==> src/source/gpio_consts.svh <==
// GPIO block constants

`ifndef GPIO_CONSTS_SVH
`define GPIO_CONSTS_SVH

// --------------------------------------------------
// Bank geometry
// --------------------------------------------------

`define GPIO_NUM_BANKS      4                   // Banks behind the slave
`define GPIO_BANK_W         32                  // Pins per bank
`define GPIO_BANK_BYTES     (`GPIO_BANK_W / 8)  // Byte lanes per register
`define GPIO_BANK_IDX_W     2                   // Bits to pick a bank

// --------------------------------------------------
// Address map
// --------------------------------------------------

// Word aligned registers, four per bank
`define GPIO_REG_LSB        2
`define GPIO_REG_W          2

// Bank field sits right above the register field
`define GPIO_BANK_LSB       4

`endif
==> src/source/gpio_pkg.sv <==
// GPIO shared types

`default_nettype none

`include "gpio_consts.svh"

package gpio_pkg;

    // --------------------------------------------------
    // Register select
    // --------------------------------------------------

    typedef enum logic [`GPIO_REG_W-1:0] {
        REG_DOUT = 2'd0,    // Output data
        REG_OE   = 2'd1,    // Output enable
        REG_DIN  = 2'd2,    // Synchronized inputs, read only
        REG_PINS = 2'd3     // Pin view, read only
    } gpio_reg_e;

    // --------------------------------------------------
    // Bus side commands
    // --------------------------------------------------

    // Write command for one bank, valid only in the data phase
    typedef struct packed {
        logic                        valid;
        gpio_reg_e                   reg_sel;
        logic [`GPIO_BANK_BYTES-1:0] byte_en;   // One bit per lane
        logic [`GPIO_BANK_W-1:0]     wdata;
    } gpio_wr_t;

    // Read selection for the current data phase
    typedef struct packed {
        logic                        valid;
        logic [`GPIO_BANK_IDX_W-1:0] bank;
        gpio_reg_e                   reg_sel;
    } gpio_rd_sel_t;

    // Readable state of one bank
    typedef struct packed {
        logic [`GPIO_BANK_W-1:0] dout;      // Also drives the pins
        logic [`GPIO_BANK_W-1:0] oe;
        logic [`GPIO_BANK_W-1:0] din_sync;  // After two flops
    } gpio_bank_state_t;

endpackage

`default_nettype wire

==> src/source/gpio_subsystem.sv <==
// GPIO subsystem top

`timescale 1ns/1ps
`default_nettype none

`include "gpio_consts.svh"

module gpio_subsystem
    import gpio_pkg::*;
(
    input  wire logic                                          clk,
    input  wire logic                                          RSTn,

    // AHB-Lite slave
    input  wire logic                                          i_hsel,
    input  wire logic [31:0]                                   i_haddr,
    input  wire logic [1:0]                                    i_htrans,
    input  wire logic [2:0]                                    i_hsize,
    input  wire logic                                          i_hwrite,
    input  wire logic [31:0]                                   i_hwdata,
    input  wire logic                                          i_hready,
    output      logic [31:0]                                   o_hrdata,

    // Pins, one row per bank
    input  wire logic [`GPIO_NUM_BANKS-1:0][`GPIO_BANK_W-1:0]  i_pin_in,
    output      logic [`GPIO_NUM_BANKS-1:0][`GPIO_BANK_W-1:0]  o_pin_out,
    output      logic [`GPIO_NUM_BANKS-1:0][`GPIO_BANK_W-1:0]  o_pin_oe
);

    gpio_wr_t         [`GPIO_NUM_BANKS-1:0] bank_wr;
    gpio_rd_sel_t                           rd_sel;
    gpio_bank_state_t [`GPIO_NUM_BANKS-1:0] bank_state;

    // --------------------------------------------------
    // Bus front end
    // --------------------------------------------------

    gpio_ahb_frontend u_frontend
    (
        .clk        (clk),
        .RSTn       (RSTn),
        .i_hsel     (i_hsel),
        .i_haddr    (i_haddr),
        .i_htrans   (i_htrans),
        .i_hsize    (i_hsize),
        .i_hwrite   (i_hwrite),
        .i_hwdata   (i_hwdata),
        .i_hready   (i_hready),
        .o_bank_wr  (bank_wr),
        .o_rd_sel   (rd_sel)
    );

    // --------------------------------------------------
    // Banks
    // --------------------------------------------------

    genvar g;
    generate
        for (g = 0; g < `GPIO_NUM_BANKS; g++)
        begin : g_bank
            gpio_bank u_bank
            (
                .clk      (clk),
                .RSTn     (RSTn),
                .i_wr     (bank_wr[g]),
                .i_pin_in (i_pin_in[g]),
                .o_state  (bank_state[g])
            );

            assign o_pin_out[g] = bank_state[g].dout;
            assign o_pin_oe[g]  = bank_state[g].oe;     // High means driven
        end
    endgenerate

    // Read path is purely combinational
    gpio_read_mux u_read_mux
    (
        .i_rd_sel   (rd_sel),
        .i_banks    (bank_state),
        .o_hrdata   (o_hrdata)
    );

endmodule

`default_nettype wire

==> src/source/gpio_read_mux.sv <==
// GPIO read data mux

`timescale 1ns/1ps
`default_nettype none

`include "gpio_consts.svh"

module gpio_read_mux
    import gpio_pkg::*;
(
    input  gpio_rd_sel_t                           i_rd_sel,
    input  gpio_bank_state_t [`GPIO_NUM_BANKS-1:0] i_banks,
    output logic             [31:0]                o_hrdata
);

    gpio_bank_state_t        sel_bank;
    logic [`GPIO_BANK_W-1:0] pin_view;

    assign sel_bank = i_banks[i_rd_sel.bank];

    // Driven bits show the output, the rest show the input
    assign pin_view = (sel_bank.dout & sel_bank.oe)
                    | (sel_bank.din_sync & ~sel_bank.oe);

    // --------------------------------------------------
    // HRDATA select
    // --------------------------------------------------

    always_comb
    begin
        o_hrdata = '0;                     // Idle bus reads as zero
        if (i_rd_sel.valid)
        begin
            case (i_rd_sel.reg_sel)
                REG_DOUT: o_hrdata = sel_bank.dout;
                REG_OE:   o_hrdata = sel_bank.oe;
                REG_DIN:  o_hrdata = sel_bank.din_sync;
                REG_PINS: o_hrdata = pin_view;
                default:  o_hrdata = '0;
            endcase
        end
    end

endmodule

`default_nettype wire

==> src/source/gpio_bank.sv <==
// GPIO bank registers

`timescale 1ns/1ps
`default_nettype none

`include "gpio_consts.svh"

module gpio_bank
    import gpio_pkg::*;
(
    input  wire logic                    clk,
    input  wire logic                    RSTn,
    input  gpio_wr_t                     i_wr,
    input  wire logic [`GPIO_BANK_W-1:0] i_pin_in,
    output gpio_bank_state_t             o_state
);

    logic [`GPIO_BANK_W-1:0] dout_q;
    logic [`GPIO_BANK_W-1:0] oe_q;
    logic [`GPIO_BANK_W-1:0] sync_meta;    // First stage, may go metastable
    logic [`GPIO_BANK_W-1:0] sync_q;

    // Replace only the enabled byte lanes
    function automatic logic [`GPIO_BANK_W-1:0] merge_lanes(
        input logic [`GPIO_BANK_W-1:0]     old_val,
        input logic [`GPIO_BANK_W-1:0]     new_val,
        input logic [`GPIO_BANK_BYTES-1:0] be
    );
        logic [`GPIO_BANK_W-1:0] res;
        res = old_val;
        for (int i = 0; i < `GPIO_BANK_BYTES; i++)
        begin
            if (be[i])
                res[8*i +: 8] = new_val[8*i +: 8];
        end
        return res;
    endfunction

    // --------------------------------------------------
    // Output registers
    // --------------------------------------------------

    always_ff @(posedge clk or negedge RSTn)
    begin
        if (!RSTn)
        begin
            dout_q <= '0;
            oe_q   <= '0;                  // All pins start as inputs
        end
        else if (i_wr.valid)
        begin
            case (i_wr.reg_sel)
                REG_DOUT: dout_q <= merge_lanes(dout_q, i_wr.wdata, i_wr.byte_en);
                REG_OE:   oe_q   <= merge_lanes(oe_q, i_wr.wdata, i_wr.byte_en);
                default:  ;                // DIN and PINS are read only
            endcase
        end
    end

    // --------------------------------------------------
    // Input synchronizer
    // --------------------------------------------------

    always_ff @(posedge clk or negedge RSTn)
    begin
        if (!RSTn)
        begin
            sync_meta <= '0;
            sync_q    <= '0;
        end
        else
        begin
            sync_meta <= i_pin_in;
            sync_q    <= sync_meta;
        end
    end

    assign o_state.dout     = dout_q;
    assign o_state.oe       = oe_q;
    assign o_state.din_sync = sync_q;

endmodule

`default_nettype wire

==> src/source/gpio_ahb_frontend.sv <==
// GPIO AHB-Lite front end

`timescale 1ns/1ps
`default_nettype none

`include "gpio_consts.svh"

module gpio_ahb_frontend
    import gpio_pkg::*;
(
    input  wire logic                             clk,
    input  wire logic                             RSTn,
    input  wire logic                             i_hsel,
    input  wire logic [31:0]                      i_haddr,
    input  wire logic [1:0]                       i_htrans,
    input  wire logic [2:0]                       i_hsize,
    input  wire logic                             i_hwrite,
    input  wire logic [31:0]                      i_hwdata,
    input  wire logic                             i_hready,
    output gpio_wr_t     [`GPIO_NUM_BANKS-1:0]    o_bank_wr,
    output gpio_rd_sel_t                          o_rd_sel
);

    // --------------------------------------------------
    // Address phase capture
    // --------------------------------------------------

    logic                        accept;
    logic                        ap_valid;     // Data phase in progress
    logic                        ap_write;
    logic [`GPIO_BANK_IDX_W-1:0] ap_bank;
    gpio_reg_e                   ap_reg;
    logic [`GPIO_BANK_BYTES-1:0] ap_byte_en;
    logic                        wr_active;

    // Lanes touched by a transfer of the given size
    function automatic logic [`GPIO_BANK_BYTES-1:0] lanes_for(
        input logic [2:0] size,
        input logic [1:0] addr_lo
    );
        logic [`GPIO_BANK_BYTES-1:0] be;
        case (size)
            3'd0:    be = 4'b0001 << addr_lo;
            3'd1:    be = addr_lo[1] ? 4'b1100 : 4'b0011;
            default: be = 4'b1111;          // Word
        endcase
        return be;
    endfunction

    // Only NONSEQ and SEQ start a transfer
    assign accept = i_hsel & i_hready & i_htrans[1];

    always_ff @(posedge clk or negedge RSTn)
    begin
        if (!RSTn)
        begin
            ap_valid <= 1'b0;
        end
        else if (i_hready)
        begin
            ap_valid <= accept;
        end
    end

    // Transfer attributes taken on acceptance
    always_ff @(posedge clk)
    begin
        if (accept)
        begin
            ap_write   <= i_hwrite;
            ap_bank    <= i_haddr[`GPIO_BANK_LSB +: `GPIO_BANK_IDX_W];
            ap_reg     <= gpio_reg_e'(i_haddr[`GPIO_REG_LSB +: `GPIO_REG_W]);
            ap_byte_en <= lanes_for(i_hsize, i_haddr[1:0]);
        end
    end

    // --------------------------------------------------
    // Data phase commands
    // --------------------------------------------------

    assign wr_active = ap_valid & ap_write & i_hready;   // Last cycle of the write

    genvar g;
    generate
        for (g = 0; g < `GPIO_NUM_BANKS; g++)
        begin : g_wr
            assign o_bank_wr[g].valid   = wr_active && (ap_bank == 2'(g));
            assign o_bank_wr[g].reg_sel = ap_reg;
            assign o_bank_wr[g].byte_en = ap_byte_en;
            assign o_bank_wr[g].wdata   = i_hwdata;
        end
    endgenerate

    // Held for the whole read data phase
    assign o_rd_sel.valid   = ap_valid & ~ap_write;
    assign o_rd_sel.bank    = ap_bank;
    assign o_rd_sel.reg_sel = ap_reg;

endmodule

`default_nettype wire

==> config.mk <==
export PLATFORM = sky130hd
export DESIGN_NAME = gpio_subsystem
export DESIGN_NICKNAME = d
export VERILOG_FILES = /design/src/source/gpio_pkg.sv /design/src/source/gpio_subsystem.sv /design/src/source/gpio_read_mux.sv /design/src/source/gpio_bank.sv /design/src/source/gpio_ahb_frontend.sv
export VERILOG_INCLUDE_DIRS = /design/src /design/src/source
export SDC_FILE = /design/constraint.sdc
export NUM_CORES = 1
export LEC_CHECK = 0
export ABC_AREA = 1
export BUFFER_PORTS_ARGS = -buffer_cell sky130_fd_sc_hd__buf_2
export CAP_MARGIN = 40
export CORE_ASPECT_RATIO = 1.25
export CORE_MARGIN = 2
export CORE_UTILIZATION = 50
export CTS_BUF_LIST = sky130_fd_sc_hd__clkbuf_8
export DETAILED_ROUTE_END_ITERATION = 7
export GPL_TIMING_DRIVEN = 0
export PLACE_DENSITY = 0.75
export SKIP_CTS_REPAIR_TIMING = 1
export SLEW_MARGIN = 25
export SYNTH_ARGS = -nofsm -noshare
export SYNTH_HDL_FRONTEND = slang
export SYNTH_HIERARCHICAL = 1
export SYNTH_SLANG_ARGS = --single-unit
==> constraint.sdc <==
create_clock -name clk -period 1.7 [get_ports clk]
set_input_delay 0.255 -clock clk [delete_from_list [all_inputs] [get_ports clk]]
set_output_delay 0.255 -clock clk [all_outputs]
set_load 0.1 [all_outputs]
# After elaboration in Yosys (flattened, before gate mapping)
# Index checks and enable logic that the tools add are counted.
# totals
register_bits	522
output_inout_bits	288
wordCells	109
# op_classes
order_cmp	1
n_eq_ne	7
n_shift	1
mux	6
bitwise	10
reduce_logical	39
# op_table
operator	n
$bmux 96 s2	1
$pmux 32 s4	1
$mux 96	1
$reduce_and 3->1	32
$and 32x32->32	2
$mux 32	1
$not 32->32	1
$or 32x32->32	1
$eq 2x2->1 const B	4
$pmux 4 s2	1
$and 1x1->1	5
$eq 2x1->1 const B	2
$logic_and 1x1->1	4
$logic_not 2->1	2
$mux 4	1
$shl 1x2->4 const A	1
$eq 3x1->1 const B	1
$logic_not 3->1	1
$lt 2x3->1 const B	1
$not 1->1	1

# Logic depth before layout (Yosys ltp)
# logic_depth
depth_word	7
depth_mapped	10

# Hierarchy
# The synthesis kept the hierarchy.
# by_module_without_submodules
module	instances	cells_per_inst	area_per_inst_um2
gpio_bank	4	349	4175.3
gpio_read_mux	1	1250	5146.2
gpio_ahb_frontend	1	190	1557.7

# Least setup slack after synthesis
# No wires, ideal clock.
# synth_timing
path_type	register -> output
from	register u_frontend.ap_reg[1]
to	output port o_hrdata[10]
arrival_ps	2914
path_slack_ps	-1469
stages_incl_launch_ff	8
cell_sequence	edfxtp_1 -> buf_4 -> buf_2 -> nand2_1 -> inv_1 -> clkbuf_1 -> nand3_1 -> a21oi_1
# synth_between
elab_chain_cells	3
# synth_lines
element	line_no	rtl
start: declaration	gpio_ahb_frontend.sv:32	gpio_reg_e ap_reg;
start signal: assignment	gpio_ahb_frontend.sv:72	ap_reg <= gpio_reg_e'(i_haddr[`GPIO_REG_LSB +: `GPIO_REG_W]);
$eq 2x2->1, or another cell as far along	gpio_read_mux.sv:34	case (i_rd_sel.reg_sel)
$pmux 32 s4 (*)	gpio_read_mux.sv:34	
$mux 32 (*)	gpio_read_mux.sv:32	if (i_rd_sel.valid)
end: declaration	gpio_subsystem.sv:22	output logic [31:0] o_hrdata,
# Every way passes the cells marked *; elsewhere a longest branch is shown, timed or not.

# Worst setup path in the final report
# layout_timing
from	register u_frontend.ap_bank[1]
to	output port o_hrdata[22]
# layout_between
elab_chain_cells	7
# layout_lines
element	line_no	rtl
start: declaration	gpio_ahb_frontend.sv:31	logic [`GPIO_BANK_IDX_W-1:0] ap_bank;
start signal: assignment	gpio_ahb_frontend.sv:71	ap_bank <= i_haddr[`GPIO_BANK_LSB +: `GPIO_BANK_IDX_W];
$bmux 96 s2 (*)	gpio_read_mux.sv:19	assign sel_bank = i_banks[i_rd_sel.bank];
$mux 96 (not written as such) (*)	gpio_read_mux.sv:19	
$not 32->32	gpio_read_mux.sv:23	| (sel_bank.din_sync & ~sel_bank.oe);
$and 32x32->32	gpio_read_mux.sv:23	
$or 32x32->32	gpio_read_mux.sv:23	
$pmux 32 s4 (*)	gpio_read_mux.sv:34	
$mux 32 (*)	gpio_read_mux.sv:32	
# Every way passes the cells marked *; elsewhere a longest branch is shown, timed or not. The select of a mux whose other input is x is not followed.

==> results.txt <==
* Outcome: complete, but fails checks
* Failing checks: hold timing, setup timing
* Detail-routed via count per cell: 5.62
- Detailed placement ended at an HPWL of 69,100 µm.
- In the post-synthesis netlist, the biggest area contributors are sky130_fd_sc_hd__dfrtp_1 55%, sky130_fd_sc_hd__nand2_1 22%, sky130_fd_sc_hd__nand3_1 11%.
- Across the routed clock network, the largest skew measured is 0.0394 ns.
* Ranking of synthesized cells by instance count: 1,362 x sky130_fd_sc_hd__nand2_1, 530 x sky130_fd_sc_hd__nand3_1, 513 x sky130_fd_sc_hd__dfrtp_1, 170 x sky130_fd_sc_hd__buf_4, 65 x sky130_fd_sc_hd__nor2_1
- Tcrit/Tclk final: 1.72
* Post-synthesis cell type with the largest combined area: sky130_fd_sc_hd__dfrtp_1
- The via count of the first global-routing pass was 21.5k.
* Share of the synthesized area in the top cell type: 0.548
* Die outline area: 48,600 µm²
- Number of remaining DRC errors: 0
* Count leader, synth: sky130_fd_sc_hd__nand2_1
- Final estimated routing congestion in global placement: 0.979
- Largest net degree at the start of global routing: 105
- For this run, the total global-route usage over all layers was measured as 0.373.
- In this run the standard cell core region covers 46,200 µm².
* Syn nets: 3,038
* Congestion Overflow GR: 0
- Reported net switching power: 0.00961 W
- Top routing layer in use: met4
- Antenna violations before repair: 0
* Worst setup SP type: flip-flop
- Summing every instance area after synthesis gives 23,400 µm².
* TritonCTS clock tree: done
* Routed length per instance: 24.0 µm
* Portion of the post-synthesis area used by sequential elements: 0.560
* Max FO, Critical Path: 6
- Buffers placed on the I/O ports in this run total 430.
- In the synthesized netlist the async set-or-reset flop fraction comes to 0.983.
- Leakage power summed over all cells: 17.4 nW
- The routed layout has 23.6k vias.
* Area grow syn2layout: 44.0%
- The worst-case IR drop observed on VDD is 0.883 mV.
* Latest clock arrival within the worst-skew pair: 0.69 ns
- Across the run, the number of max-cap violations was 0.
- Finished layout cell area: 33,700 µm²
- Row generation in the floorplan step produced 88 rows.
* Measured slew at the worst slew-check pin: 0.565 ns
- Class of the tightest hold or removal check: input pin to async pin
* Final wirelength: 101,000 µm
- Total power for the finished layout comes to 0.0304 W.
- Number of sinks handled by clock tree synthesis: 522
* Required time at the worst-slack endpoint: 1.44 ns
- Of the total power, combinational logic draws 0.182.
* Warning count from the yosys run: 6
* Library cells used by synthesis: 19
- I/O pin cnt: 490
* Share of total power consumed by net switching: 0.316
- Predominant post-synthesis flop cell: sky130_fd_sc_hd__dfrtp_1
- TritonCTS created 83 clock buffers.
* Wire length of the first global-routing pass: 131,000 µm
- Number of enable flip-flop cells after synthesis: 9
* DR WL met3: 9210 µm
* Maximum clock insertion buffer count: 3
* First-iteration detailed-routing DRC count: 2,198
* Count of nets after finishing: 3,763
- Proportion of layout cells with a drive suffix above 1: 0.402
- Met1 WL: 36,300 µm
* Share of power burned in the clock network: 0.379
- Length of routed met2 wiring: 48,100 µm
* Final max-slew violation count: 0
- The root buffer cell chosen for the clock tree is sky130_fd_sc_hd__clkbuf_8.
- Counting I/O delays and the setup requirement, the final critical path takes 2.93 ns.
* Horizontal die dimension: 198 µm
* Overall die height: 246 µm
- The tightest hold path in the finished design has a slack of -0.472 ns.
- Data arrival time of the critical path: 2.68 ns
- Timing analysis after detailed placement gives a worst setup slack of -1.11 ns.
* Layout filler cell count: 3,414
- RSZ-0062 raised after global routing: yes
* Synthesized instance count: 2,836
* Count of TritonRoute iterations in the first routing pass: 7
- Sequential cell fraction of total power: 0.439
- Number of H-tree branching levels: 3
- The internal portion of the total power is 0.0208 W.
* Reg clk slew, reported paths: 0.07 ns
- For this run, the top clock speed supported by timing is 341 MHz.
- Synthesis-stage register bit count: 522
- Setup violations remaining at the end of the flow were counted as 544.
* Count of antenna-violating nets left after detailed routing: 0
- Power spread over the standard cell area amounts to 902 nW/µm².
- In this run the cell area measured after placement is 27,600 µm².
- Final hold vios: 70
- A synthesized cell averages 8.25 µm².
- Worst Setup Path Type: flip-flop to output pin
* Relative slew slack: 0.626
- Starting density of the core: 0.506
- The worst setup path is captured at an output pin.
- Setup WS post-layout: -1.23 ns
==> path summary, 6_finish.rpt <==
kind	endpoint	depth (start not counted)	startpoint	slack, ns
hold reg to reg	g_bank[1].u_bank/sync_q[8]$_DFF_PN0_	0	g_bank[1].u_bank/sync_meta[8]$_DFF_PN0_	0.35
max in group asynchronous	g_bank[2].u_bank/oe_q[4]$_DFFE_PN0P_	3	RSTn	0.73
setup reg to reg	g_bank[1].u_bank/oe_q[24]$_DFFE_PN0P_	10	u_frontend/ap_bank[0]$_DFFE_PP_	-0.60
min in group clk	u_frontend/ap_byte_en[3]$_DFFE_PP_	3	i_hsize[0]	0.01
setup / recovery	o_hrdata[22]	10	u_frontend/ap_bank[1]$_DFFE_PP_	-1.23
hold / removal	g_bank[0].u_bank/sync_meta[18]$_DFF_PN0_	1	RSTn	-0.47
==> area by class of cell <==
class | instances | area, µm² | share of cell area
diodes | 2 | 5.00 | 0.000149
well taps | 585 | 732 | 0.0217
multi-input cells | 2004 | 10000 | 0.297
flip-flops and latches | 522 | 13400 | 0.399
plain buffers | 275 | 2560 | 0.0760
inverters | 34 | 154 | 0.00457
clock buffers | 96 | 1320 | 0.0392
clock inverters | 49 | 408 | 0.0121
repair buffers | 641 | 5070 | 0.151
==> kinds of logic after synthesis <==
| group | Yosys count | share of synthesized area |
|---|---|---|
| flops | 522 | 0.560 |
| buf+inv | 310 | 0.0838 |
| simple gates | 1971 | 0.349 |
| compound gates | 33 | 0.00706 |
==> routing by layer <==
metal  global-route usage  vias up
met1                0.448    11400
met3               0.0860      400
met5                    0        -
li1                     -    10400
met4                0.257        0
met2                0.596     1443
==> power groups by stage <==
stage	sequential [W]	clock, W	combinational [W]
2_1_floorplan	0.0148	0	0.00173
3_5_place_dp	0.0135	0	0.00443
4_1_cts	0.0133	0.0115	0.00444
6_report	0.0133	0.0115	0.00555
3_3_place_gp	0.0135	0	0.00433
5_1_grt	0.0134	0.0121	0.00577
==> placed cells by master (no fill, tap or decap), types with 30 or more instances in the layout <==
| master | count |
|---|---|
| sky130_fd_sc_hd__nand2_1 | 1231 |
| sky130_fd_sc_hd__nand3_1 | 424 |
| sky130_fd_sc_hd__buf_2 | 411 |
| sky130_fd_sc_hd__dfrtp_1 | 257 |
| sky130_fd_sc_hd__dfrtp_2 | 256 |
| sky130_fd_sc_hd__buf_4 | 183 |
| sky130_fd_sc_hd__dlygate4sd3_1 | 168 |
| sky130_fd_sc_hd__nand2_2 | 115 |
| sky130_fd_sc_hd__clkbuf_8 | 98 |
| sky130_fd_sc_hd__nand3_2 | 76 |
| sky130_fd_sc_hd__buf_12 | 50 |
| sky130_fd_sc_hd__buf_6 | 43 |
| sky130_fd_sc_hd__nor2_2 | 40 |
| sky130_fd_sc_hd__inv_1 | 36 |
| sky130_fd_sc_hd__a21oi_4 | 32 |
| sky130_fd_sc_hd__nand3_4 | 30 |
==> worst max-delay path, stage by stage (launching register included) <==
cell                       delay [ns]
sky130_fd_sc_hd__edfxtp_1        0.53
sky130_fd_sc_hd__inv_2           0.15
sky130_fd_sc_hd__buf_12          0.18
sky130_fd_sc_hd__buf_8           0.14
sky130_fd_sc_hd__buf_8           0.16
sky130_fd_sc_hd__nand3_1         0.09
sky130_fd_sc_hd__nand2_1         0.11
sky130_fd_sc_hd__nand2_1         0.15
sky130_fd_sc_hd__nand3_2         0.14
sky130_fd_sc_hd__a21oi_4         0.17
sky130_fd_sc_hd__buf_12          0.19
==> through the flow <==
step / utilization / setup TNS [ns] / cells
final: 0.729 / -134.25 / 4208
after global routing: 0.728 / -174.51 / 4206
after CTS: 0.634 / -177.53 / 4004
after detailed placement: 0.597 / -132.27 / 3859
after global placement: 0.593 / -5108.89 / 3851
after floorplan: - / -11.54 / 2836
Note: power is estimated with default switching activity, not from simulation.
